## src/source/statusPkg.sv

```systemverilog
`default_nettype none

package statusPkg;

  // fs/xs encoding, only off and dirty are named
  localparam logic [1:0] fsOff   = 2'b00;
  localparam logic [1:0] fsDirty = 2'b11;

  // mstatus layout, msb first
  typedef struct packed {
    logic       sd;        // 31
    logic [7:0] rsvd30_23;
    logic       tsr;       // 22
    logic       tw;
    logic       tvm;
    logic       mxr;
    logic       sum;
    logic       mprv;      // 17
    logic [1:0] xs;        // 16:15
    logic [1:0] fs;        // 14:13
    logic [1:0] mpp;       // 12:11
    logic [1:0] rsvd10_9;
    logic       spp;       // 8
    logic       mpie;
    logic       ube;
    logic       spie;      // 5
    logic       rsvd4;
    logic       mie;       // 3
    logic       rsvd2;
    logic       sie;       // 1
    logic       rsvd0;
  } mstatusView_t;

  // mstatush layout, only the two endian bits live here
  typedef struct packed {
    logic [25:0] rsvd31_6;
    logic        mbe;      // 5
    logic        sbe;      // 4
    logic [3:0]  rsvd3_0;
  } mstatushView_t;

  // same 32-bit word seen as either half of the status register
  typedef union packed {
    mstatusView_t  ms;
    mstatushView_t msh;
  } statusWord_u;

endpackage

`default_nettype wire

```

## src/source/privPkg.sv

```systemverilog
`default_nettype none

package privPkg;

  ////////////////////
  // privilege modes
  ////////////////////

  typedef logic [1:0] privMode_t;

  localparam privMode_t privUser    = 2'b00;
  localparam privMode_t privSuper   = 2'b01;
  localparam privMode_t privMachine = 2'b11; // 10 is reserved (hypervisor)

  ////////////////////
  // csr operations and addresses
  ////////////////////

  typedef enum logic [1:0] {
    opNone  = 2'b00, // read only
    opWrite = 2'b01, // csrrw
    opSet   = 2'b10, // csrrs
    opClear = 2'b11  // csrrc
  } csrOp_t;

  localparam logic [11:0] addrSstatus  = 12'h100;
  localparam logic [11:0] addrMstatus  = 12'h300;
  localparam logic [11:0] addrMedeleg  = 12'h302;
  localparam logic [11:0] addrMstatush = 12'h310; // rv32 upper half of mstatus

endpackage

`default_nettype wire
```

## src/source/csrUnit.sv

```systemverilog
`default_nettype none

module csrUnit #(
  parameter bit sSupported         = 1'b1,
  parameter bit uSupported         = 1'b1,
  parameter bit fpSupported        = 1'b1,
  parameter bit bigEndianSupported = 1'b1
) (
  input  wire logic               clk,
  input  wire logic               reset,
  input  wire logic               csrValid,
  input  wire privPkg::csrOp_t    csrOp,
  input  wire logic [11:0]        csrAddr,
  input  wire logic [31:0]        csrSrc,
  input  wire logic               trap,
  input  wire logic [4:0]         cause,
  input  wire logic               mret,
  input  wire logic               sret,
  input  wire logic               fpWrite,
  input  wire logic               stall,
  input  wire logic               hptwAccess,
  output logic [31:0]             csrRdata,
  output logic                    illegalCsr,
  output privPkg::privMode_t      privMode,
  output logic [31:0]             mstatusWord,
  output logic [31:0]             mstatushWord,
  output logic [31:0]             sstatusWord,
  output logic                    statusMie,
  output logic                    statusSie,
  output logic                    statusMprv,
  output privPkg::privMode_t      statusMpp,
  output logic [1:0]              statusFs,
  output logic                    bigEndian
);

  import privPkg::*;

  privMode_t   nextPrivMode;          // trap target
  logic        writeMstatus, writeMstatush, writeSstatus, writeMedeleg;
  logic [31:0] writeVal, medelegWord; // combined csr write value

  ////////////////////
  // blocks
  ////////////////////

  statusReg #(
    .sSupported(sSupported), .uSupported(uSupported),
    .fpSupported(fpSupported), .bigEndianSupported(bigEndianSupported)
  ) u_statusReg (
    .clk, .reset, .stall, .trap, .mret, .sret, .fpWrite, .hptwAccess,
    .writeMstatus, .writeMstatush, .writeSstatus, .writeVal,
    .privMode, .nextPrivMode,
    .mstatusWord, .mstatushWord, .sstatusWord,
    .statusMie, .statusSie, .statusMprv, .statusMpp, .statusFs, .bigEndian
  );

  privTracker #(.sSupported(sSupported)) u_privTracker (
    .clk, .reset, .stall, .trap, .mret, .sret, .cause,
    .writeMedeleg, .writeVal,
    .statusMpp,
    .statusSpp(mstatusWord[8]), // spp straight from the mstatus view
    .privMode, .nextPrivMode, .medelegWord
  );

  csrAccess #(.sSupported(sSupported)) u_csrAccess (
    .csrValid, .csrOp, .csrAddr, .csrSrc,
    .privMode, .mstatusWord, .mstatushWord, .sstatusWord, .medelegWord,
    .csrRdata, .illegalCsr,
    .writeMstatus, .writeMstatush, .writeSstatus, .writeMedeleg, .writeVal
  );

endmodule

`default_nettype wire

```

## src/source/csrAccess.sv

```systemverilog
`default_nettype none

module csrAccess #(
  parameter bit sSupported = 1'b1
) (
  input  wire logic               csrValid,
  input  wire privPkg::csrOp_t    csrOp,
  input  wire logic [11:0]        csrAddr,
  input  wire logic [31:0]        csrSrc,
  input  wire privPkg::privMode_t privMode,
  input  wire logic [31:0]        mstatusWord,
  input  wire logic [31:0]        mstatushWord,
  input  wire logic [31:0]        sstatusWord,
  input  wire logic [31:0]        medelegWord,
  output logic [31:0]             csrRdata,
  output logic                    illegalCsr,
  output logic                    writeMstatus,
  output logic                    writeMstatush,
  output logic                    writeSstatus,
  output logic                    writeMedeleg,
  output logic [31:0]             writeVal
);

  import privPkg::*;

  logic hitMstatus, hitMstatush, hitSstatus, hitMedeleg;
  logic known, tooLow, sCsr, doWrite;

  ////////////////////
  // address decode
  ////////////////////

  assign hitMstatus  = (csrAddr == addrMstatus);
  assign hitMstatush = (csrAddr == addrMstatush);
  assign hitSstatus  = (csrAddr == addrSstatus);
  assign hitMedeleg  = (csrAddr == addrMedeleg);
  assign known       = hitMstatus | hitMstatush | hitSstatus | hitMedeleg;

  assign tooLow = (privMode < csrAddr[9:8]); // addr bits 9:8 give min mode
  assign sCsr   = (csrAddr[9:8] == privSuper);

  assign illegalCsr = csrValid & (~known | tooLow | (sCsr & ~sSupported));

  // read mux, unknown addresses read 0
  always_comb begin
    case (1'b1)
      hitMstatus:  csrRdata = mstatusWord;
      hitMstatush: csrRdata = mstatushWord;
      hitSstatus:  csrRdata = sstatusWord;
      hitMedeleg:  csrRdata = medelegWord;
      default:     csrRdata = '0;
    endcase
  end

  ////////////////////
  // write value
  ////////////////////

  always_comb begin
    case (csrOp)
      opWrite: writeVal = csrSrc;
      opSet:   writeVal = csrRdata | csrSrc;
      opClear: writeVal = csrRdata & ~csrSrc;
      default: writeVal = csrRdata; // plain read
    endcase
  end

  // csrrs/csrrc with zero source is a pure read
  assign doWrite = csrValid & ~illegalCsr &
                   ((csrOp == opWrite) | ((csrOp != opNone) & (csrSrc != '0)));

  assign writeMstatus  = doWrite & hitMstatus;
  assign writeMstatush = doWrite & hitMstatush;
  assign writeSstatus  = doWrite & hitSstatus;
  assign writeMedeleg  = doWrite & hitMedeleg;

endmodule

`default_nettype wire

```

## src/source/privTracker.sv

```systemverilog
`default_nettype none

module privTracker #(
  parameter bit sSupported = 1'b1
) (
  input  wire logic               clk,
  input  wire logic               reset,
  input  wire logic               stall,
  input  wire logic               trap,
  input  wire logic               mret,
  input  wire logic               sret,
  input  wire logic [4:0]         cause,
  input  wire logic               writeMedeleg,
  input  wire logic [31:0]        writeVal,
  input  wire privPkg::privMode_t statusMpp,
  input  wire logic               statusSpp,
  output privPkg::privMode_t      privMode,
  output privPkg::privMode_t      nextPrivMode,
  output logic [31:0]             medelegWord
);

  import privPkg::*;

  // bit 11 is ecall from m, which can never be delegated
  localparam logic [31:0] medelegMask = sSupported ? 32'hffff_f7ff : 32'h0;

  privMode_t   modeReg;
  logic [31:0] medelegReg;

  ////////////////////
  // trap target
  ////////////////////

  always_comb begin
    if (sSupported && modeReg != privMachine && medelegReg[cause])
      nextPrivMode = privSuper;
    else
      nextPrivMode = privMachine; // machine traps never drop down
  end

  always_ff @(posedge clk) begin
    if (reset) begin
      modeReg    <= privMachine;
      medelegReg <= '0;
    end else if (!stall) begin
      if (trap)      modeReg <= nextPrivMode;
      else if (mret) modeReg <= statusMpp;
      else if (sret) modeReg <= statusSpp ? privSuper : privUser;
      if (writeMedeleg) medelegReg <= writeVal & medelegMask;
    end
  end

  assign privMode    = modeReg;
  assign medelegWord = medelegReg;

  // decode above us is expected to trap sret from u mode instead
  sretFromUser: assert property (@(posedge clk) disable iff (reset)
    (sret && !stall) |-> (modeReg != privUser))
    else $error("sret accepted in user mode");

endmodule

`default_nettype wire

```

## src/source/statusReg.sv

```systemverilog
`default_nettype none

module statusReg #(
  parameter bit sSupported         = 1'b1,
  parameter bit uSupported         = 1'b1,
  parameter bit fpSupported        = 1'b1,
  parameter bit bigEndianSupported = 1'b1
) (
  input  wire logic               clk,
  input  wire logic               reset,
  input  wire logic               stall,
  input  wire logic               trap,
  input  wire logic               mret,
  input  wire logic               sret,
  input  wire logic               fpWrite,
  input  wire logic               hptwAccess,
  input  wire logic               writeMstatus,
  input  wire logic               writeMstatush,
  input  wire logic               writeSstatus,
  input  wire logic [31:0]        writeVal,
  input  wire privPkg::privMode_t privMode,
  input  wire privPkg::privMode_t nextPrivMode,
  output logic [31:0]             mstatusWord,
  output logic [31:0]             mstatushWord,
  output logic [31:0]             sstatusWord,
  output logic                    statusMie,
  output logic                    statusSie,
  output logic                    statusMprv,
  output privPkg::privMode_t      statusMpp,
  output logic [1:0]              statusFs,
  output logic                    bigEndian
);

  import privPkg::*;
  import statusPkg::*;

  // raw field storage, some bits are masked again on the way out
  logic       tsrInt, twInt, tvmInt, mxrInt, sumInt, mprvInt;
  logic [1:0] fsInt;
  privMode_t  mppReg, mppNext;
  logic       sppReg, mpieReg, spieReg, mieReg, sieReg;
  logic       mbeReg, sbeReg, ubeReg;

  // visible fields after warl masking
  logic       tsr, tw, tvm, mxr, sum, mprv, sd;
  logic [1:0] fs;

  statusWord_u wrVal, mWord, hWord, sWord;

  assign wrVal = writeVal; // one word, decoded as mstatus or mstatush

  assign tsr  = sSupported & tsrInt;
  assign tw   = (sSupported | uSupported) & twInt; // no lower mode, no wfi trap
  assign tvm  = sSupported & tvmInt;
  assign mxr  = sSupported & mxrInt;
  assign sum  = sSupported & sumInt;
  assign mprv = uSupported & mprvInt;
  assign fs   = fpSupported ? fsInt : fsOff;
  assign sd   = (fs == fsDirty); // xs is hardwired off

  // illegal or unsupported mpp values fall back to machine
  always_comb begin
    if (wrVal.ms.mpp == privUser && uSupported)       mppNext = privUser;
    else if (wrVal.ms.mpp == privSuper && sSupported) mppNext = privSuper;
    else                                              mppNext = privMachine;
  end

  ////////////////////
  // read views
  ////////////////////

  always_comb begin
    mWord         = '0;
    mWord.ms.sd   = sd;
    mWord.ms.tsr  = tsr;
    mWord.ms.tw   = tw;
    mWord.ms.tvm  = tvm;
    mWord.ms.mxr  = mxr;
    mWord.ms.sum  = sum;
    mWord.ms.mprv = mprv;
    mWord.ms.fs   = fs;
    mWord.ms.mpp  = mppReg;
    mWord.ms.spp  = sppReg;
    mWord.ms.mpie = mpieReg;
    mWord.ms.ube  = ubeReg;
    mWord.ms.spie = spieReg;
    mWord.ms.mie  = mieReg;
    mWord.ms.sie  = sieReg;
    // sstatus is a subset, machine-only fields read 0
    sWord         = '0;
    sWord.ms.sd   = sd;
    sWord.ms.mxr  = mxr;
    sWord.ms.sum  = sum;
    sWord.ms.fs   = fs;
    sWord.ms.spp  = sppReg;
    sWord.ms.ube  = ubeReg;
    sWord.ms.spie = spieReg;
    sWord.ms.sie  = sieReg;
    hWord         = '0;
    hWord.msh.mbe = mbeReg;
    hWord.msh.sbe = sbeReg;
  end

  assign mstatusWord  = mWord;
  assign mstatushWord = hWord;
  assign sstatusWord  = sWord;

  assign statusMie  = mieReg;
  assign statusSie  = sieReg;
  assign statusMprv = mprv;
  assign statusMpp  = mppReg;
  assign statusFs   = fs;

  ////////////////////
  // field updates
  ////////////////////

  always_ff @(posedge clk) begin
    if (reset) begin
      tsrInt  <= 1'b0;
      twInt   <= 1'b0;
      tvmInt  <= 1'b0;
      mxrInt  <= 1'b0;
      sumInt  <= 1'b0;
      mprvInt <= 1'b0;
      fsInt   <= fsOff;
      mppReg  <= privUser; // 00
      sppReg  <= 1'b0;
      mpieReg <= 1'b0;
      spieReg <= 1'b0;
      mieReg  <= 1'b0;
      sieReg  <= 1'b0;
      mbeReg  <= 1'b0;
      sbeReg  <= 1'b0;
      ubeReg  <= 1'b0;
    end else if (!stall) begin
      if (trap) begin
        if (nextPrivMode == privMachine) begin
          mpieReg <= mieReg;
          mieReg  <= 1'b0;
          mppReg  <= privMode;
        end else begin // delegated to s mode
          spieReg <= sieReg;
          sieReg  <= 1'b0;
          sppReg  <= privMode[0];
        end
      end else if (mret) begin
        mieReg  <= mpieReg;
        mpieReg <= 1'b1;
        mppReg  <= uSupported ? privUser : privMachine; // lowest supported mode
        mprvInt <= mprvInt & (mppReg == privMachine);
      end else if (sret) begin
        sieReg  <= spieReg;
        spieReg <= sSupported;
        sppReg  <= 1'b0;
        mprvInt <= 1'b0;
      end else if (writeMstatus) begin
        tsrInt  <= wrVal.ms.tsr;
        twInt   <= wrVal.ms.tw;
        tvmInt  <= wrVal.ms.tvm;
        mxrInt  <= wrVal.ms.mxr;
        sumInt  <= wrVal.ms.sum;
        mprvInt <= wrVal.ms.mprv;
        fsInt   <= wrVal.ms.fs;
        mppReg  <= mppNext;
        sppReg  <= sSupported & wrVal.ms.spp;
        mpieReg <= wrVal.ms.mpie;
        spieReg <= sSupported & wrVal.ms.spie;
        mieReg  <= wrVal.ms.mie;
        sieReg  <= sSupported & wrVal.ms.sie;
        ubeReg  <= uSupported & bigEndianSupported & wrVal.ms.ube;
      end else if (writeMstatush) begin
        mbeReg <= bigEndianSupported & wrVal.msh.mbe;
        sbeReg <= sSupported & bigEndianSupported & wrVal.msh.sbe;
      end else if (writeSstatus) begin
        mxrInt  <= wrVal.ms.mxr;
        sumInt  <= wrVal.ms.sum;
        fsInt   <= wrVal.ms.fs;
        sppReg  <= sSupported & wrVal.ms.spp;
        spieReg <= sSupported & wrVal.ms.spie;
        sieReg  <= sSupported & wrVal.ms.sie;
        ubeReg  <= uSupported & bigEndianSupported & wrVal.ms.ube;
      end else if (fpWrite) begin
        fsInt <= fsDirty;
      end
    end
  end

  ////////////////////
  // data endianness
  ////////////////////

  if (bigEndianSupported) begin : genEndian
    privMode_t endianMode;
    always_comb begin
      if (hptwAccess)                          endianMode = privSuper; // page walker
      else if (privMode == privMachine && mprv) endianMode = mppReg;
      else                                     endianMode = privMode;
      case (endianMode)
        privMachine: bigEndian = mbeReg;
        privSuper:   bigEndian = sbeReg;
        default:     bigEndian = ubeReg;
      endcase
    end
  end else begin : genLittle
    assign bigEndian = 1'b0; // little endian only
  end

  // csr decode must never name two status views at once
  strobeOneHot: assert property (@(posedge clk) disable iff (reset)
    $onehot0({writeMstatus, writeMstatush, writeSstatus}))
    else $error("status write strobes overlap");

  mppLegal: assert property (@(posedge clk) disable iff (reset) mppReg != 2'b10)
    else $error("mpp holds reserved mode 10");

endmodule

`default_nettype wire

```

## config.mk

```make
export PLATFORM = sky130hd
export DESIGN_NAME = csrUnit
export DESIGN_NICKNAME = d
export VERILOG_FILES = /design/src/source/statusPkg.sv /design/src/source/privPkg.sv /design/src/source/csrUnit.sv /design/src/source/csrAccess.sv /design/src/source/privTracker.sv /design/src/source/statusReg.sv
export SDC_FILE = /design/constraint.sdc
export NUM_CORES = 1
export LEC_CHECK = 0
export ABC_AREA = 1
export BUFFER_PORTS_ARGS = -buffer_cell sky130_fd_sc_hd__clkbuf_2
export CORE_ASPECT_RATIO = 0.6
export CORE_MARGIN = 2
export CORE_UTILIZATION = 53
export DETAILED_ROUTE_END_ITERATION = 6
export GPL_TIMING_DRIVEN = 0
export MAX_ROUTING_LAYER = met4
export PLACE_DENSITY = 0.95
export SETUP_SLACK_MARGIN = 0.2
export SYNTH_ARGS = -nofsm -noshare
export SYNTH_HDL_FRONTEND = slang
export SYNTH_SLANG_ARGS = --single-unit
```

## constraint.sdc

```tcl
create_clock -name clk -period 5.8 [get_ports clk]
set_input_delay 1.74 -clock clk [delete_from_list [all_inputs] [get_ports clk]]
set_output_delay 1.74 -clock clk [all_outputs]
set_load 0.05 [all_outputs]
```

After elaboration in Yosys (flattened, before gate mapping)
Cells that the tools add are included.
- register bits after elaboration: 51
- latch bits: 0
- memory bits (writable): 0
- bits in read-only memories: 0
- output and inout port bits: 139
- word-level logic and storage cells: 154
- memories kept: 0
- add/sub/neg operators: 0
- $mul: 0
- divide/modulo/power cells: 0
- order comparisons: 2
- eq/ne operators: 21
- shift operators: 0
- muxes and demuxes: 69
- bitwise logic cells: 24
- reduce and logical (&&, ||, !) cells: 20
- operators by type and width (operator ; number):
    $mux W32 ; 4
    $pmux W32 S3 ; 1
    $mux W1 ; 45
    $eq A12 B10 Y1 const B ; 3
    $mux W2 ; 17
    $and A32 B32 Y32 ; 1
    $not A32 Y32 ; 1
    $or A32 B32 Y32 ; 1
    $reduce_bool A32 Y1 ; 1
    $reduce_and A6 Y1 ; 3
    $eq A2 B2 Y1 const B ; 7
    $eq A12 B9 Y1 const B ; 1
    $reduce_bool A3 Y1 ; 4
    $reduce_and A5 Y1 ; 2
    $and A1 B1 Y1 ; 9
    $not A1 Y1 ; 7
    $eq A2 B1 Y1 const B ; 3
    $lt A5 B6 Y1 const B ; 1
    $ne A2 B2 Y1 const B ; 3
    $bmux W1 S5 ; 1
    $or A1 B1 Y1 ; 5
    $ne A2 B1 Y1 const B ; 2
    $ne A4 B3 Y1 const B ; 1
    $reduce_and A2 Y1 ; 2
    9 further kinds ; 11

Longest topological paths before layout
- depth after elaboration: 17
- mapped depth: 14

By module
A second synthesis with hierarchy kept.
- cell total of the unflattened synthesis: 1225
- area, all modules: 6845.3 um2
- modules (own cells, without submodules) (module ; times used ; cells each ; area each (um2)):
    csrAccess ; 1 ; 752 ; 3624.7
    statusReg ; 1 ; 244 ; 1676.6
    privTracker ; 1 ; 229 ; 1544.0

Worst setup path before layout
No wires, ideal clock.
- path type: input-to-output
- start: input port csrAddr[10]
- end: output port csrRdata[31]
- arrival time: 3691 ps
- required time: 4060 ps
- path slack: 369 ps
- cell stages on the path: 8
- path buffers: 1
- cells stage by stage: inv_1 -> nand2_1 -> nor2_4 -> nand3_4 -> nor2_2 -> buf_4 -> nand2_1 -> o21ai_0
- longest elaborated chain between the ends: 5
- elaborated cells on any way between the ends: 8
- RTL lines (what ; RTL line ; source):
    start, declared ; csrUnit.sv:13 ; input wire logic [11:0] csrAddr,
    $eq A12 B10 Y1 ; csrAccess.sv:36 ; assign hitMedeleg = (csrAddr == addrMedeleg);
    $mux W32 (3 in a row) ; csrAccess.sv:46 ; case (1'b1)
    $mux W32 * ; csrAccess.sv:46 ;
    end, declared ; csrUnit.sv:22 ; output logic [31:0] csrRdata,
Every way passes the cells marked *; elsewhere a longest branch is shown, timed or not.

Worst setup path after layout
Same ends and word-level chain as after synthesis.

==> impl_metrics.env <==
export IMPL_cts_buffers=5
export IMPL_endpoint_kind="primary output"
export IMPL_rrSetupSlack_ns=3.68
export IMPL_track_usage=0.3334
export IMPL_synthCells=768
export IMPL_final_area_um2=5849
export IMPL_yosysUniqueCellTypes=39
export IMPL_final_setup_worst_slack_ns=0.5431
export IMPL_crit_end="csrRdata[31]"
export IMPL_worstPathRequired_ns=4.06
export IMPL_finalSetupTns_ns=0
export IMPL_synthArstFlopShare=0
export IMPL_clkTransAtPathRegs_ns=0.07
export IMPL_ys_ff_latch=51
export IMPL_grt_pass1_wl_mm=25.08
export IMPL_crit_buf_inv=4
export IMPL_setup_viol=0
export IMPL_rr_worst_depth=10
export IMPL_grt_ovfl_total=0
export IMPL_nets=1030
export IMPL_crit_cells=10
export IMPL_dpl_instance_area_um2=5693
export IMPL_area_delta_synth_final_pct=25.37
export IMPL_start_util=0.5474
export IMPL_yosysSeqAreaShare=0.2188
export IMPL_cts_sinks=51
export IMPL_synth_avg_cell_area_um2=6.075
export IMPL_crit_path_cell_trace="clkbuf_2 -> inv_1 -> nand2_1 -> nor2_4 -> nand3_4 -> nor2_2 -> buf_4 -> nand2_1 -> o21ai_0 -> clkbuf_2"
export IMPL_postCtsSetupBuffers=0
export IMPL_cp_top_family="simple AND/OR/NAND/NOR gates"
export IMPL_rows=26
export IMPL_skew_ns=0.007589
export IMPL_io_buffers=127
export IMPL_max_slew_margin_rel=0.3973
export IMPL_grt_pass1_vias=4925
export IMPL_place_ws_ns=0.6257
export IMPL_antenna_found_initial=0
export IMPL_core_um2=8523
export IMPL_crit_path_start_kind="input port"
export IMPL_cpMaxStageDelayCell="o21ai_0"
export IMPL_synth_area_um2=4666
export IMPL_clkLatencyLatePin_ns=0.30
export IMPL_die_area_um2=9594
export IMPL_max_cap_violations=0
export IMPL_outcome="finished clean"
export IMPL_rsz0062_at_grt="no"
export IMPL_cellPowerDensity_nw_per_um2=179.5
export IMPL_vias_per_cell=5.221
export IMPL_drtPass1Iterations=6
export IMPL_vdd_drop_max_mv=0.1362
export IMPL_wirelength_mm=16.18
export IMPL_ant_nets=0
export IMPL_die_h_um=76.68
export IMPL_slew_viol_final=0
export IMPL_diodes=0
export IMPL_max_stage_delay_ns=0.36
export IMPL_cts_max_level=2
export IMPL_root_buffer="clkbuf_16"
export IMPL_hold_violations=0
export IMPL_io_pins=199
export IMPL_grt_max_degree=15
export IMPL_cp_arrival_ns=3.52
export IMPL_drive_gt1_frac=0.2918
export IMPL_dp_hpwl_mm=12.77
export IMPL_gp_congestion=1.013
export IMPL_avgRoutedWirePerCell_um=14.96
export IMPL_drcViolationCount=0
export IMPL_critical_path_class="in2out"
export IMPL_die_width_um=125.1
export IMPL_cts_repair_resized=0
export IMPL_reg2reg_to="u_privTracker.medelegWord[6]$_SDFFE_PP0P_"
export IMPL_p_leak_nw=3.166
export IMPL_layout_common_cells="158 x nand2_1, 127 x clkbuf_2, 97 x buf_4"
export IMPL_min_period_ns=5.257
export IMPL_final_common_cell="nand2_1"
export IMPL_hold_buffers=0
export IMPL_clk_path_buf_depth=2
export IMPL_cts_tree="yes"
export IMPL_vias=5649
export IMPL_max_freq_ghz=0.1902
export IMPL_synth_ff_type="dfxtp_1"
export IMPL_yosysWarnings=0
export IMPL_min_period_over_period=0.9064
export IMPL_crit_start="csrAddr[10]"
export IMPL_synth_edf_count=0
export IMPL_reg2reg_from="u_privTracker.privMode[1]$_SDFFE_PP1P_"
export IMPL_cp_max_fo=10
export IMPL_drtIter0Drc=855
export IMPL_tightest_slew_ns=0.8972
export IMPL_worst_hold_slack_ns=0.4821
export IMPL_worstHoldPathType="reg2reg"
where the power goes:
part | internal [W] | switching (W) | total (W)
clock network | 0.000184 | 0.000139 | 0.000323
logic | 0.000101 | 0.000260 | 0.000362
registers | 0.000356 | 0.00000907 | 0.000365
through the flow:
step,total power (W),instances,util
after floorplan,0.0006504,835,-
after global placement,0.0007196,1074,0.6679
after detailed placement,0.0007229,1074,0.6679
after CTS,0.001035,1082,0.6863
after global routing,0.001084,1082,0.6863
final,0.001050,1082,0.6863
cell families after synthesis:
group           count (synthesis)  share of synthesized area
fa+ha+maj                       1                   0.002681
compound gates                177                     0.2191
flops                          51                     0.2188
simple gates                  310                     0.2875
buf+inv                       228                     0.2711
other cells                     1                  0.0008037
worst min path at each step:
stage | cells past startpoint | slack [ns] | to | start
3_5_place_dp | 2 | 0.47 | u_privTracker.medelegWord[10]$_SDFFE_PP0P_ | u_privTracker.medelegWord[10]$_SDFFE_PP0P_
3_3_place_gp | 2 | 0.46 | u_privTracker.medelegWord[15]$_SDFFE_PP0P_ | u_privTracker.medelegWord[15]$_SDFFE_PP0P_
2_1_floorplan | 2 | 0.44 | u_statusReg.tsr$_SDFFE_PP0P_ | u_statusReg.tsr$_SDFFE_PP0P_
5_1_grt | 2 | 0.49 | u_privTracker.medelegWord[10]$_SDFFE_PP0P_ | u_privTracker.medelegWord[10]$_SDFFE_PP0P_
4_1_cts | 2 | 0.48 | u_privTracker.medelegWord[10]$_SDFFE_PP0P_ | u_privTracker.medelegWord[10]$_SDFFE_PP0P_
6_report | 2 | 0.48 | u_privTracker.medelegWord[24]$_SDFFE_PP0P_ | u_privTracker.medelegWord[24]$_SDFFE_PP0P_
area by class of cell:
cell class              instances  area, um2
fillers                       793       2674
repair buffers                127      635.6
inverters                     105      395.4
plain buffers                 123      869.6
well taps                     112      140.1
clock buffers                   8      156.4
multi-input cells             556       2631
flip-flops and latches         51       1021
tightest hold or removal path, cell delays in order (launching register included):
cell and delay, ns:
dfxtp_1 0.30, inv_1 0.07, a21oi_1 0.06
layer usage:
layer  up-vias  global-route usage  share of wire
met5         -                   -              0
met1      2468              0.4779           0.41
met3        48             0.08932           0.16
met2       424              0.4690           0.41
met4         0             0.07000          0.019
li1       2709                   -              -
cell usage after synthesis, types with 2 or more instances:
cell type,n,area share
buf_4,97,0.16
clkbuf_1,9,0.0072
nand3_4,2,0.0075
o21ai_1,36,0.039
buf_1,2,0.0016
a21oi_1,46,0.049
nor2_4,2,0.0048
nand4_1,2,0.0027
nor2_2,7,0.0094
nand3_2,4,0.0086
dfxtp_1,51,0.22
inv_1,92,0.074
nor2_1,79,0.064
o22ai_1,4,0.0054
o211ai_1,8,0.013
nor3_1,5,0.0054
nand3_1,48,0.051
o21ai_2,2,0.0038
buf_6,4,0.0097
nand2_2,2,0.0027
buf_2,11,0.012
o22ai_2,2,0.0054
inv_2,11,0.0088
a22oi_1,4,0.0064
a22o_1,12,0.023
nand2_1,158,0.13
o21ai_0,56,0.060
state kept, by name, indices dropped and copies added, names as in the netlist, 2 cells and up:
register,cells
u_privTracker.medelegWord,31
u_privTracker.privMode,2
u_statusReg.statusFs,2
u_statusReg.statusMpp,2
No activity file was read; power rests on OpenSTA's default activity.
